**src/source/nasti_pkg.sv**
```systemverilog
// NASTI shared types

package nasti_pkg;

   // burst length field, a burst carries len + 1 beats
   localparam int nasti_len_w = 8;

   typedef enum logic [1:0] {
      OKAY   = 2'd0,
      EXOKAY = 2'd1,   // not produced by this design
      SLVERR = 2'd2,
      DECERR = 2'd3    // not produced by this design
   } nasti_resp_e;

   // memory slave controller
   typedef enum logic [1:0] {
      IDLE,
      WRITE_DATA,
      WRITE_RESP,
      READ_DATA
   } mem_state_e;

endpackage
```
**src/source/nasti_channel.sv**
```systemverilog
// NASTI five channel bundle
`timescale 1ns/1ns

interface nasti_channel #(
   parameter int ID_WIDTH   = 2,
   parameter int ADDR_WIDTH = 12,
   parameter int DATA_WIDTH = 32
);
   import nasti_pkg::*;

   // AW
   logic [ID_WIDTH-1:0]     aw_id;
   logic [ADDR_WIDTH-1:0]   aw_addr;
   logic [nasti_len_w-1:0]  aw_len;
   logic                    aw_valid;
   logic                    aw_ready;

   // W
   logic [DATA_WIDTH-1:0]   w_data;
   logic [DATA_WIDTH/8-1:0] w_strb;
   logic                    w_last;
   logic                    w_valid;
   logic                    w_ready;

   // B
   logic [ID_WIDTH-1:0]     b_id;
   nasti_resp_e             b_resp;
   logic                    b_valid;
   logic                    b_ready;

   // AR
   logic [ID_WIDTH-1:0]     ar_id;
   logic [ADDR_WIDTH-1:0]   ar_addr;
   logic [nasti_len_w-1:0]  ar_len;
   logic                    ar_valid;
   logic                    ar_ready;

   // R
   logic [ID_WIDTH-1:0]     r_id;
   logic [DATA_WIDTH-1:0]   r_data;
   nasti_resp_e             r_resp;
   logic                    r_last;
   logic                    r_valid;
   logic                    r_ready;

   modport master (
      output aw_id, aw_addr, aw_len, aw_valid, w_data, w_strb, w_last, w_valid,
             b_ready, ar_id, ar_addr, ar_len, ar_valid, r_ready,
      input  aw_ready, w_ready, b_id, b_resp, b_valid, ar_ready,
             r_id, r_data, r_resp, r_last, r_valid
   );

   modport slave (
      input  aw_id, aw_addr, aw_len, aw_valid, w_data, w_strb, w_last, w_valid,
             b_ready, ar_id, ar_addr, ar_len, ar_valid, r_ready,
      output aw_ready, w_ready, b_id, b_resp, b_valid, ar_ready,
             r_id, r_data, r_resp, r_last, r_valid
   );

endinterface

```
**src/source/nasti_buf.sv**
```systemverilog
// NASTI buffer stage
`timescale 1ns/1ns

module nasti_buf #(
   parameter int DEPTH      = 2,
   parameter int ID_WIDTH   = 2,
   parameter int ADDR_WIDTH = 12,
   parameter int DATA_WIDTH = 32,
   parameter int BUF_REQ    = 1,
   parameter int BUF_RESP   = 1
) (
   input logic          clk,
   input logic          rstn,
   nasti_channel.slave  master,
   nasti_channel.master slave
);
   import nasti_pkg::*;

   localparam int RESP_W = $bits(nasti_resp_e);
   localparam int AW_W   = ID_WIDTH + ADDR_WIDTH + nasti_len_w;   // AR shares this layout
   localparam int W_W    = DATA_WIDTH + DATA_WIDTH/8 + 1;
   localparam int B_W    = ID_WIDTH + RESP_W;
   localparam int R_W    = ID_WIDTH + DATA_WIDTH + RESP_W + 1;
   localparam int REQ_W  = (AW_W > W_W) ? AW_W : W_W;
   localparam int RSP_W  = (B_W > R_W) ? B_W : R_W;
   localparam int PW     = (REQ_W > RSP_W) ? REQ_W : RSP_W;

   // channel slots, requests first
   localparam int CH_AW = 0;
   localparam int CH_W  = 1;
   localparam int CH_AR = 2;
   localparam int CH_B  = 3;
   localparam int CH_R  = 4;
   localparam int NCH   = 5;

   logic [PW-1:0]  in_pl  [NCH];   // upstream side payload
   logic [PW-1:0]  out_pl [NCH];   // downstream side payload
   logic [NCH-1:0] in_valid, in_ready, out_valid, out_ready;

   // requests flow master -> slave
   assign in_pl[CH_AW]    = PW'({master.aw_id, master.aw_addr, master.aw_len});
   assign in_valid[CH_AW] = master.aw_valid;
   assign master.aw_ready = in_ready[CH_AW];
   assign {slave.aw_id, slave.aw_addr, slave.aw_len} = out_pl[CH_AW][AW_W-1:0];
   assign slave.aw_valid  = out_valid[CH_AW];
   assign out_ready[CH_AW] = slave.aw_ready;

   assign in_pl[CH_W]     = PW'({master.w_data, master.w_strb, master.w_last});
   assign in_valid[CH_W]  = master.w_valid;
   assign master.w_ready  = in_ready[CH_W];
   assign {slave.w_data, slave.w_strb, slave.w_last} = out_pl[CH_W][W_W-1:0];
   assign slave.w_valid   = out_valid[CH_W];
   assign out_ready[CH_W] = slave.w_ready;

   assign in_pl[CH_AR]    = PW'({master.ar_id, master.ar_addr, master.ar_len});
   assign in_valid[CH_AR] = master.ar_valid;
   assign master.ar_ready = in_ready[CH_AR];
   assign {slave.ar_id, slave.ar_addr, slave.ar_len} = out_pl[CH_AR][AW_W-1:0];
   assign slave.ar_valid  = out_valid[CH_AR];
   assign out_ready[CH_AR] = slave.ar_ready;

   // responses flow slave -> master
   assign in_pl[CH_B]     = PW'({slave.b_id, slave.b_resp});
   assign in_valid[CH_B]  = slave.b_valid;
   assign slave.b_ready   = in_ready[CH_B];
   assign master.b_id     = out_pl[CH_B][B_W-1:RESP_W];
   assign master.b_resp   = nasti_resp_e'(out_pl[CH_B][RESP_W-1:0]);
   assign master.b_valid  = out_valid[CH_B];
   assign out_ready[CH_B] = master.b_ready;

   assign in_pl[CH_R]     = PW'({slave.r_id, slave.r_data, slave.r_resp, slave.r_last});
   assign in_valid[CH_R]  = slave.r_valid;
   assign slave.r_ready   = in_ready[CH_R];
   assign {master.r_id, master.r_data} = out_pl[CH_R][R_W-1:RESP_W+1];
   assign master.r_resp   = nasti_resp_e'(out_pl[CH_R][RESP_W:1]);
   assign master.r_last   = out_pl[CH_R][0];
   assign master.r_valid  = out_valid[CH_R];
   assign out_ready[CH_R] = master.r_ready;

   for (genvar c = 0; c < NCH; c++) begin : g_ch
      localparam bit BUFFERED = (c <= CH_AR) ? (BUF_REQ != 0) : (BUF_RESP != 0);

      if (BUFFERED && DEPTH > 0) begin : g_fifo
         localparam int PTR_W = (DEPTH > 1) ? $clog2(DEPTH) : 1;

         logic [PW-1:0]    q [DEPTH];
         logic [DEPTH-1:0] full;   // one flag per slot
         logic [PTR_W-1:0] wp, rp;

         always_ff @(posedge clk or negedge rstn) begin
            if (!rstn) begin
               wp   <= '0;
               rp   <= '0;
               full <= '0;
            end else begin
               if (in_valid[c] && in_ready[c]) begin
                  wp       <= (wp == PTR_W'(DEPTH - 1)) ? '0 : wp + 1'b1;
                  full[wp] <= 1'b1;
               end
               if (out_valid[c] && out_ready[c]) begin
                  rp       <= (rp == PTR_W'(DEPTH - 1)) ? '0 : rp + 1'b1;
                  full[rp] <= 1'b0;
               end
            end
         end

         always_ff @(posedge clk) begin
            if (in_valid[c] && in_ready[c])
               q[wp] <= in_pl[c];
         end

         assign in_ready[c]  = !full[wp];   // write slot free
         assign out_valid[c] = full[rp];
         assign out_pl[c]    = q[rp];
      end else begin : g_pass
         assign in_ready[c]  = out_ready[c];
         assign out_valid[c] = in_valid[c];
         assign out_pl[c]    = in_pl[c];
      end
   end

endmodule

```
**src/flat_wrapper.sv**
```systemverilog
// flat-port wrapper written by rule: the top's interface ports become plain ports
module nasti_buf_flat import nasti_pkg::*;
#(
   parameter int DEPTH      = 2,
   parameter int ID_WIDTH   = 2,
   parameter int ADDR_WIDTH = 12,
   parameter int DATA_WIDTH = 32,
   parameter int BUF_REQ    = 1,
   parameter int BUF_RESP   = 1
)
  (clk, rstn, master_aw_id, master_aw_addr, master_aw_len, master_aw_valid, master_w_data, master_w_strb, master_w_last, master_w_valid, master_b_ready, master_ar_id, master_ar_addr, master_ar_len, master_ar_valid, master_r_ready, master_aw_ready, master_w_ready, master_b_id, master_b_resp, master_b_valid, master_ar_ready, master_r_id, master_r_data, master_r_resp, master_r_last, master_r_valid, slave_aw_id, slave_aw_addr, slave_aw_len, slave_aw_valid, slave_w_data, slave_w_strb, slave_w_last, slave_w_valid, slave_b_ready, slave_ar_id, slave_ar_addr, slave_ar_len, slave_ar_valid, slave_r_ready, slave_aw_ready, slave_w_ready, slave_b_id, slave_b_resp, slave_b_valid, slave_ar_ready, slave_r_id, slave_r_data, slave_r_resp, slave_r_last, slave_r_valid);
  nasti_channel #(.ID_WIDTH(ID_WIDTH), .ADDR_WIDTH(ADDR_WIDTH), .DATA_WIDTH(DATA_WIDTH)) master_i ();
  nasti_channel #(.ID_WIDTH(ID_WIDTH), .ADDR_WIDTH(ADDR_WIDTH), .DATA_WIDTH(DATA_WIDTH)) slave_i ();
  input logic clk;
  input logic rstn;
  input wire logic [$bits(master_i.aw_id)-1:0] master_aw_id;
  input wire logic [$bits(master_i.aw_addr)-1:0] master_aw_addr;
  input wire logic [$bits(master_i.aw_len)-1:0] master_aw_len;
  input wire logic [$bits(master_i.aw_valid)-1:0] master_aw_valid;
  input wire logic [$bits(master_i.w_data)-1:0] master_w_data;
  input wire logic [$bits(master_i.w_strb)-1:0] master_w_strb;
  input wire logic [$bits(master_i.w_last)-1:0] master_w_last;
  input wire logic [$bits(master_i.w_valid)-1:0] master_w_valid;
  input wire logic [$bits(master_i.b_ready)-1:0] master_b_ready;
  input wire logic [$bits(master_i.ar_id)-1:0] master_ar_id;
  input wire logic [$bits(master_i.ar_addr)-1:0] master_ar_addr;
  input wire logic [$bits(master_i.ar_len)-1:0] master_ar_len;
  input wire logic [$bits(master_i.ar_valid)-1:0] master_ar_valid;
  input wire logic [$bits(master_i.r_ready)-1:0] master_r_ready;
  output wire logic [$bits(master_i.aw_ready)-1:0] master_aw_ready;
  output wire logic [$bits(master_i.w_ready)-1:0] master_w_ready;
  output wire logic [$bits(master_i.b_id)-1:0] master_b_id;
  output wire logic [$bits(master_i.b_resp)-1:0] master_b_resp;
  output wire logic [$bits(master_i.b_valid)-1:0] master_b_valid;
  output wire logic [$bits(master_i.ar_ready)-1:0] master_ar_ready;
  output wire logic [$bits(master_i.r_id)-1:0] master_r_id;
  output wire logic [$bits(master_i.r_data)-1:0] master_r_data;
  output wire logic [$bits(master_i.r_resp)-1:0] master_r_resp;
  output wire logic [$bits(master_i.r_last)-1:0] master_r_last;
  output wire logic [$bits(master_i.r_valid)-1:0] master_r_valid;
  output wire logic [$bits(slave_i.aw_id)-1:0] slave_aw_id;
  output wire logic [$bits(slave_i.aw_addr)-1:0] slave_aw_addr;
  output wire logic [$bits(slave_i.aw_len)-1:0] slave_aw_len;
  output wire logic [$bits(slave_i.aw_valid)-1:0] slave_aw_valid;
  output wire logic [$bits(slave_i.w_data)-1:0] slave_w_data;
  output wire logic [$bits(slave_i.w_strb)-1:0] slave_w_strb;
  output wire logic [$bits(slave_i.w_last)-1:0] slave_w_last;
  output wire logic [$bits(slave_i.w_valid)-1:0] slave_w_valid;
  output wire logic [$bits(slave_i.b_ready)-1:0] slave_b_ready;
  output wire logic [$bits(slave_i.ar_id)-1:0] slave_ar_id;
  output wire logic [$bits(slave_i.ar_addr)-1:0] slave_ar_addr;
  output wire logic [$bits(slave_i.ar_len)-1:0] slave_ar_len;
  output wire logic [$bits(slave_i.ar_valid)-1:0] slave_ar_valid;
  output wire logic [$bits(slave_i.r_ready)-1:0] slave_r_ready;
  input wire logic [$bits(slave_i.aw_ready)-1:0] slave_aw_ready;
  input wire logic [$bits(slave_i.w_ready)-1:0] slave_w_ready;
  input wire logic [$bits(slave_i.b_id)-1:0] slave_b_id;
  input wire logic [$bits(slave_i.b_resp)-1:0] slave_b_resp;
  input wire logic [$bits(slave_i.b_valid)-1:0] slave_b_valid;
  input wire logic [$bits(slave_i.ar_ready)-1:0] slave_ar_ready;
  input wire logic [$bits(slave_i.r_id)-1:0] slave_r_id;
  input wire logic [$bits(slave_i.r_data)-1:0] slave_r_data;
  input wire logic [$bits(slave_i.r_resp)-1:0] slave_r_resp;
  input wire logic [$bits(slave_i.r_last)-1:0] slave_r_last;
  input wire logic [$bits(slave_i.r_valid)-1:0] slave_r_valid;
  assign master_i.aw_id = master_aw_id;
  assign master_i.aw_addr = master_aw_addr;
  assign master_i.aw_len = master_aw_len;
  assign master_i.aw_valid = master_aw_valid;
  assign master_i.w_data = master_w_data;
  assign master_i.w_strb = master_w_strb;
  assign master_i.w_last = master_w_last;
  assign master_i.w_valid = master_w_valid;
  assign master_i.b_ready = master_b_ready;
  assign master_i.ar_id = master_ar_id;
  assign master_i.ar_addr = master_ar_addr;
  assign master_i.ar_len = master_ar_len;
  assign master_i.ar_valid = master_ar_valid;
  assign master_i.r_ready = master_r_ready;
  assign master_aw_ready = master_i.aw_ready;
  assign master_w_ready = master_i.w_ready;
  assign master_b_id = master_i.b_id;
  assign master_b_resp = master_i.b_resp;
  assign master_b_valid = master_i.b_valid;
  assign master_ar_ready = master_i.ar_ready;
  assign master_r_id = master_i.r_id;
  assign master_r_data = master_i.r_data;
  assign master_r_resp = master_i.r_resp;
  assign master_r_last = master_i.r_last;
  assign master_r_valid = master_i.r_valid;
  assign slave_aw_id = slave_i.aw_id;
  assign slave_aw_addr = slave_i.aw_addr;
  assign slave_aw_len = slave_i.aw_len;
  assign slave_aw_valid = slave_i.aw_valid;
  assign slave_w_data = slave_i.w_data;
  assign slave_w_strb = slave_i.w_strb;
  assign slave_w_last = slave_i.w_last;
  assign slave_w_valid = slave_i.w_valid;
  assign slave_b_ready = slave_i.b_ready;
  assign slave_ar_id = slave_i.ar_id;
  assign slave_ar_addr = slave_i.ar_addr;
  assign slave_ar_len = slave_i.ar_len;
  assign slave_ar_valid = slave_i.ar_valid;
  assign slave_r_ready = slave_i.r_ready;
  assign slave_i.aw_ready = slave_aw_ready;
  assign slave_i.w_ready = slave_w_ready;
  assign slave_i.b_id = slave_b_id;
  assign slave_i.b_resp = slave_b_resp;
  assign slave_i.b_valid = slave_b_valid;
  assign slave_i.ar_ready = slave_ar_ready;
  assign slave_i.r_id = slave_r_id;
  assign slave_i.r_data = slave_r_data;
  assign slave_i.r_resp = slave_r_resp;
  assign slave_i.r_last = slave_r_last;
  assign slave_i.r_valid = slave_r_valid;
  nasti_buf #(.DEPTH(DEPTH), .ID_WIDTH(ID_WIDTH), .ADDR_WIDTH(ADDR_WIDTH), .DATA_WIDTH(DATA_WIDTH), .BUF_REQ(BUF_REQ), .BUF_RESP(BUF_RESP)) u_core (.clk(clk), .rstn(rstn), .master(master_i), .slave(slave_i));
endmodule
```
**config.mk**
```make
export PLATFORM = sky130hd
export DESIGN_NAME = nasti_buf_flat
export DESIGN_NICKNAME = d
export VERILOG_FILES = /design/src/source/nasti_pkg.sv /design/src/source/nasti_channel.sv /design/src/source/nasti_buf.sv /design/src/flat_wrapper.sv
export SDC_FILE = /design/constraint.sdc
export NUM_CORES = 1
export LEC_CHECK = 0
export BUFFER_PORTS_ARGS = -buffer_cell sky130_fd_sc_hd__buf_2
export CAP_MARGIN = 30
export CORE_MARGIN = 5
export CORE_UTILIZATION = 59
export CTS_BUF_LIST = sky130_fd_sc_hd__clkbuf_2
export CTS_CLUSTER_SIZE = 16
export DETAILED_ROUTE_END_ITERATION = 7
export PLACE_DENSITY = 0.94
export SYNTH_ARGS = -nofsm -noshare
export SYNTH_HDL_FRONTEND = slang
export SYNTH_SLANG_ARGS = --single-unit
```
**constraint.sdc**
```tcl
create_clock -name clk -period 10.6 [get_ports clk]
set_input_delay 2.12 -clock clk [delete_from_list [all_inputs] [get_ports clk]]
set_output_delay 2.12 -clock clk [all_outputs]
set_load 0.01 [all_outputs]
```
# == Word-level counts from Yosys, hierarchy flattened ==
# Memories as Yosys holds them, arrays and structs flattened.
# Cells that the tools add are included.
# word_totals
memories,5
output_inout_bits,132
mem_bits_rw,244
ff_bits,20
# mem_list
name,depth,word_bits,read_ports,rd_ports_with_merged_regs,write_ports,line_no,source
u_core.g_ch[1].g_fifo.q,2,37,1,0,1,nasti_buf.sv:86,logic [PW-1:0] q [DEPTH];
u_core.g_ch[4].g_fifo.q,2,37,1,0,1,nasti_buf.sv:86,
u_core.g_ch[0].g_fifo.q,2,22,1,0,1,nasti_buf.sv:86,
u_core.g_ch[2].g_fifo.q,2,22,1,0,1,nasti_buf.sv:86,
u_core.g_ch[3].g_fifo.q,2,4,1,0,1,nasti_buf.sv:86,
# op_classes
n_lt_le_gt_ge,20
mux,70
n_addsub,10
bitwise_logic,15
reduce_logical,25
# op_table
cell,count
two-way mux 1 bit,50
logical AND 1 bit,20
< comparator 1 x 2 -> 1 bit (second input constant),10
two-way mux 2 bit,10
adder 1 bit (second input constant),10
bitwise AND 2 bit,5
demux 1 bit (select 1 bit),10
greater-or-equal comparator 1 bit (second input constant),10
NOT 2 bit,5
OR 2 bit,5
zero test 1 bit,5

# == Longest topological paths before layout ==
# depth
ltp_word,8
depth_mapped,4

# == Worst setup path before layout ==
# OpenSTA, ideal clock, no wires.
# synth_path
path_kind,input port to flip-flop
startpoint,in master_w_valid
endpoint,mem u_core.g_ch[1].g_fifo.q[0][0] (netlist name) (enable)
slack_ps,5159
setup_time_ps,490
stages,1
path_buffers,0
arrival_ps,4951
cell_sequence,nor3b_1
# synth_via
elab_chain_len,3
# synth_lines
element,line_no,source
from (decl),flat_wrapper.sv:23,input wire logic [$bits(master_i.w_valid)-1:0] master_w_valid;
logical AND 1 bit,nasti_buf.sv:108,if (in_valid[c] && in_ready[c])
two-way mux 1 bit,nasti_buf.sv:108,
two-way mux 1 bit (not written as such),nasti_buf.sv:109,q[wp] <= in_pl[c];
to (decl),nasti_buf.sv:86,
# Every way passes these cells.

# == Worst setup path after layout ==
# layout_path
startpoint,reg u_core.g_ch[1].g_fifo.rp
endpoint,out slave_w_data[23]
# layout_via
elab_chain_len,1
# layout_lines
element,line_no,source
from (decl),nasti_buf.sv:88,"logic [PTR_W-1:0] wp, rp;"
from (signal assigned),nasti_buf.sv:101,rp <= (rp == PTR_W'(DEPTH - 1)) ? '0 : rp + 1'b1;
memory (2 x 37 bit),--,
to (decl),flat_wrapper.sv:45,output wire logic [$bits(slave_i.w_data)-1:0] slave_w_data;
# Every way passes these cells.

==> qor.yml <==
sta:
  finalCritPeriodShare_pct: 41.4
  min_period_ns: 4.39
  fin_tns_setup_ns: 0
  fmax_ghz: 0.228
  setup_viol: 0
  hold_viol: 0
  fin_skew_ns: 0.0520
  tightestPinTransition_ns: 1.02
  slew_viol_final: 0
  rsz0062_at_grt: "false"
  max_slew_margin_pct: 31.8
critical_path:
  worst_ep_required_time_ns: 8.48
  path_cells: "buf_12 > mux2_4 > buf_2"
  slowest_delay_ns: 0.77
  slowest_stage: "dfrtp_2"
  crit_path_end_kind: "output pin"
  crit_type: "register to output pin"
  worstSetupStartpointType: "register"
  cp_max_fo: 22
  arrival_ns: 2.27
  cp_num_buf_inv: 2
  worst_path_dominant_cell_family: "flip-flops"
power:
  power_mw: 3.23
  leakage_nw: 5.26
  ir_drop_v: 0.000148
  p_per_area_nw_per_um2: 260
finish:
  fin_cells: 1073
  nNetsFinal: 931
  drive_gt1_share_pct: 61.0
  stdcell_area_um2: 12400
  area_delta_synth_final_pct: 21.0
logic_synthesis:
  synth_top_cell_area_share_pct: 71.2
  synth_edf_count: 244
  synthXorXnorAreaFrac_pct: 0
  ys.flop_type: "edfxtp_1"
  synth-simple-area-share_pct: 1.39
  synth.cell_area_um2: 10300
  synth_fa_ha_area_share_pct: 0
  yosysTopAreaCell: "edfxtp_1"
  synthMuxAreaShare_pct: 18.3
  yosysUniqueCellTypes: 17
  synth.avg_cell_area_um2: 22.0
  ys_ff_latch: 264
  synth_area_leaders: "edfxtp_1 71%, mux2_4 16%, dfrtp_1 4.9%"
  synth_compound_area_share_pct: 1.79
  synth_nets: 601
  synthArstFlopShare_pct: 7.58
  synth_top_family_by_area: "multiplexers"
  seq_area_frac_synth_pct: 76.1
  yosysWarnings: 0
  syn_inst: 467
clock_tree:
  h-tree-depth: 3
  cts_tree: "built"
  cts.sinks: 264
  cts_resized: 0
  cts_buffers: 67
  cts_hold_buf: 0
  cts_buffer_depth: 3
  cts-root-buf: "clkbuf_2"
  post_cts_buffers: 0
  clk_transition_reported_paths_ns: 0.10
  clock_latency_ns: 0.77
detailed_routing:
  wl_per_cell_um: 19.1
  drt-total-wl_um: 20500
  drtPass1Iterations: 4
  drc: 0
  first_iter_violations: 229
  routed_via_density: 5.20
  num_vias: 5581
  antenna_left: 0
flow_run:
  maxCapViolCount: 0
placement:
  gp_congestion: 0.782
  numPortBuffers: 265
  dpl_cell_area_um2: 11800
  hpwl_um: 14500
  dp.cells: 952
grt:
  grt_pass1_vias: 6127
  antenna_found_initial: 3
  grtUsageTotal_pct: 20.1
  grt_pass1_wl_um: 31200
  grt_max_degree: 43
  grt_overflow: 0
floorplanning:
  fp-row-count: 48
  start_util_pct: 59.9
  dieArea_um2: 20200
  die_h_um: 142
  die_w_um: 142
  design.core.area_um2: 17200
  ios: 266
hold_path:
  hp-class: "register to register"
status:
  status: "complete, no violations"
-- worst register-to-register path, cell delays in order, from the launching register on --
cell and delay [ns]:
dfrtp_1 0.46, and3b_1 0.76, buf_4 0.43
-- per-stage QoR --
step	worst slack (ns)	utilization [%]	hold WS (ns)
3_3_place_gp	6.60	68.4	0.525
6_report	6.21	72.5	0.575
2_1_floorplan	5.16	-	0.505
3_5_place_dp	6.87	68.7	0.562
4_1_cts	6.08	72.3	0.568
5_1_grt	6.04	72.5	0.596
-- final cells by class --
cell class	count	area [um2]
diodes	2	5.00
clock buffers	96	480
clock inverters	22	136
fillers	1049	4730
multi-input cells	186	2240
flip-flops and latches	264	7830
well taps	225	282
repair buffers	278	1470
-- state kept, by name (all words and copies together), names as in the netlist --
register                 flops
u_core.g_ch.g_fifo.rp        5
u_core.g_ch.g_fifo.wp        5
u_core.g_ch.g_fifo.q       244
u_core.g_ch.g_fifo.full     10
-- kinds of logic after synthesis --
| kind of cell | count (synthesis) |
|---|---|
| AO/OA/AOI/OAI | 29 |
| AND/OR/NAND/NOR | 25 |
| multiplexers | 132 |
| flip-flops | 264 |
| buffers and inverters | 17 |
-- layer usage --
layer	wire length [um]	vias to the layer above	track usage (%)
li1	-	2554	-
met1	7140	2731	21.5
met2	11000	250	35.6
met3	1720	44	6.38
met4	623	2	10.4
met5	13	-	0
-- cell usage after synthesis, types with 4 or more instances --
cell      instances
edfxtp_1        244
mux2_4          108
dfrtp_1          20
mux2_2           19
a21o_1           11
nand2b_1         10
a21oi_1           9
a31oi_1           9
buf_6             8
buf_12            6
mux2i_1           5
nand2_1           5
nor3b_1           5
nor2_1            4
-- placed cells by master, fill, tap and decap left out --
cell,synthesis,routed
clkbuf_2,0,96
nor2_2,0,2
nor3b_2,0,4
mux2i_1,5,5
nor2_1,4,1
nor3b_1,5,1
mux2_4,108,108
nand2b_1,10,10
buf_2,1,265
clkinv_1,0,16
nand2_1,5,5
dfrtp_2,0,2
nor2_4,0,1
clkinv_2,0,1
diode_2,0,2
and3b_1,1,1
dfrtp_1,20,18
buf_8,2,2
inv_2,0,3
mux2_2,19,19
bufinv_16,0,2
buf_6,8,1
buf_12,6,2
a21o_1,11,11
edfxtp_1,244,244
buf_4,0,8
a21oi_1,9,9
a31oi_1,9,9
-- power by group --
group,internal [mW],switching [mW],leakage (nW)
Combinational,0.552,0.515,2.31
Sequential,1.38,0.119,2.48
Clock,0.292,0.379,0.469
Total,2.22,1.01,5.26
-- final timing paths --
| kind | slack [ns] | from | cells past startpoint | end |
|---|---|---|---|---|
| max in group asynchronous | 8.86 | rstn | 1 | u_core.g_ch[1].g_fifo.rp |
| setup / recovery | 6.21 | u_core.g_ch[1].g_fifo.rp | 3 | slave_w_data[23] |
| hold reg to reg | 0.58 | u_core.g_ch[4].g_fifo.full[1] | 1 | u_core.g_ch[4].g_fifo.rp |
| hold / removal | 0.58 | u_core.g_ch[4].g_fifo.full[1] | 1 | u_core.g_ch[4].g_fifo.rp |
| min in group asynchronous | 1.32 | rstn | 1 | u_core.g_ch[4].g_fifo.wp |
| setup reg to reg | 8.61 | u_core.g_ch[4].g_fifo.full[1] | 2 | u_core.g_ch[4].g_fifo.q[1][11] |
(Power assumes the default switching activity.)
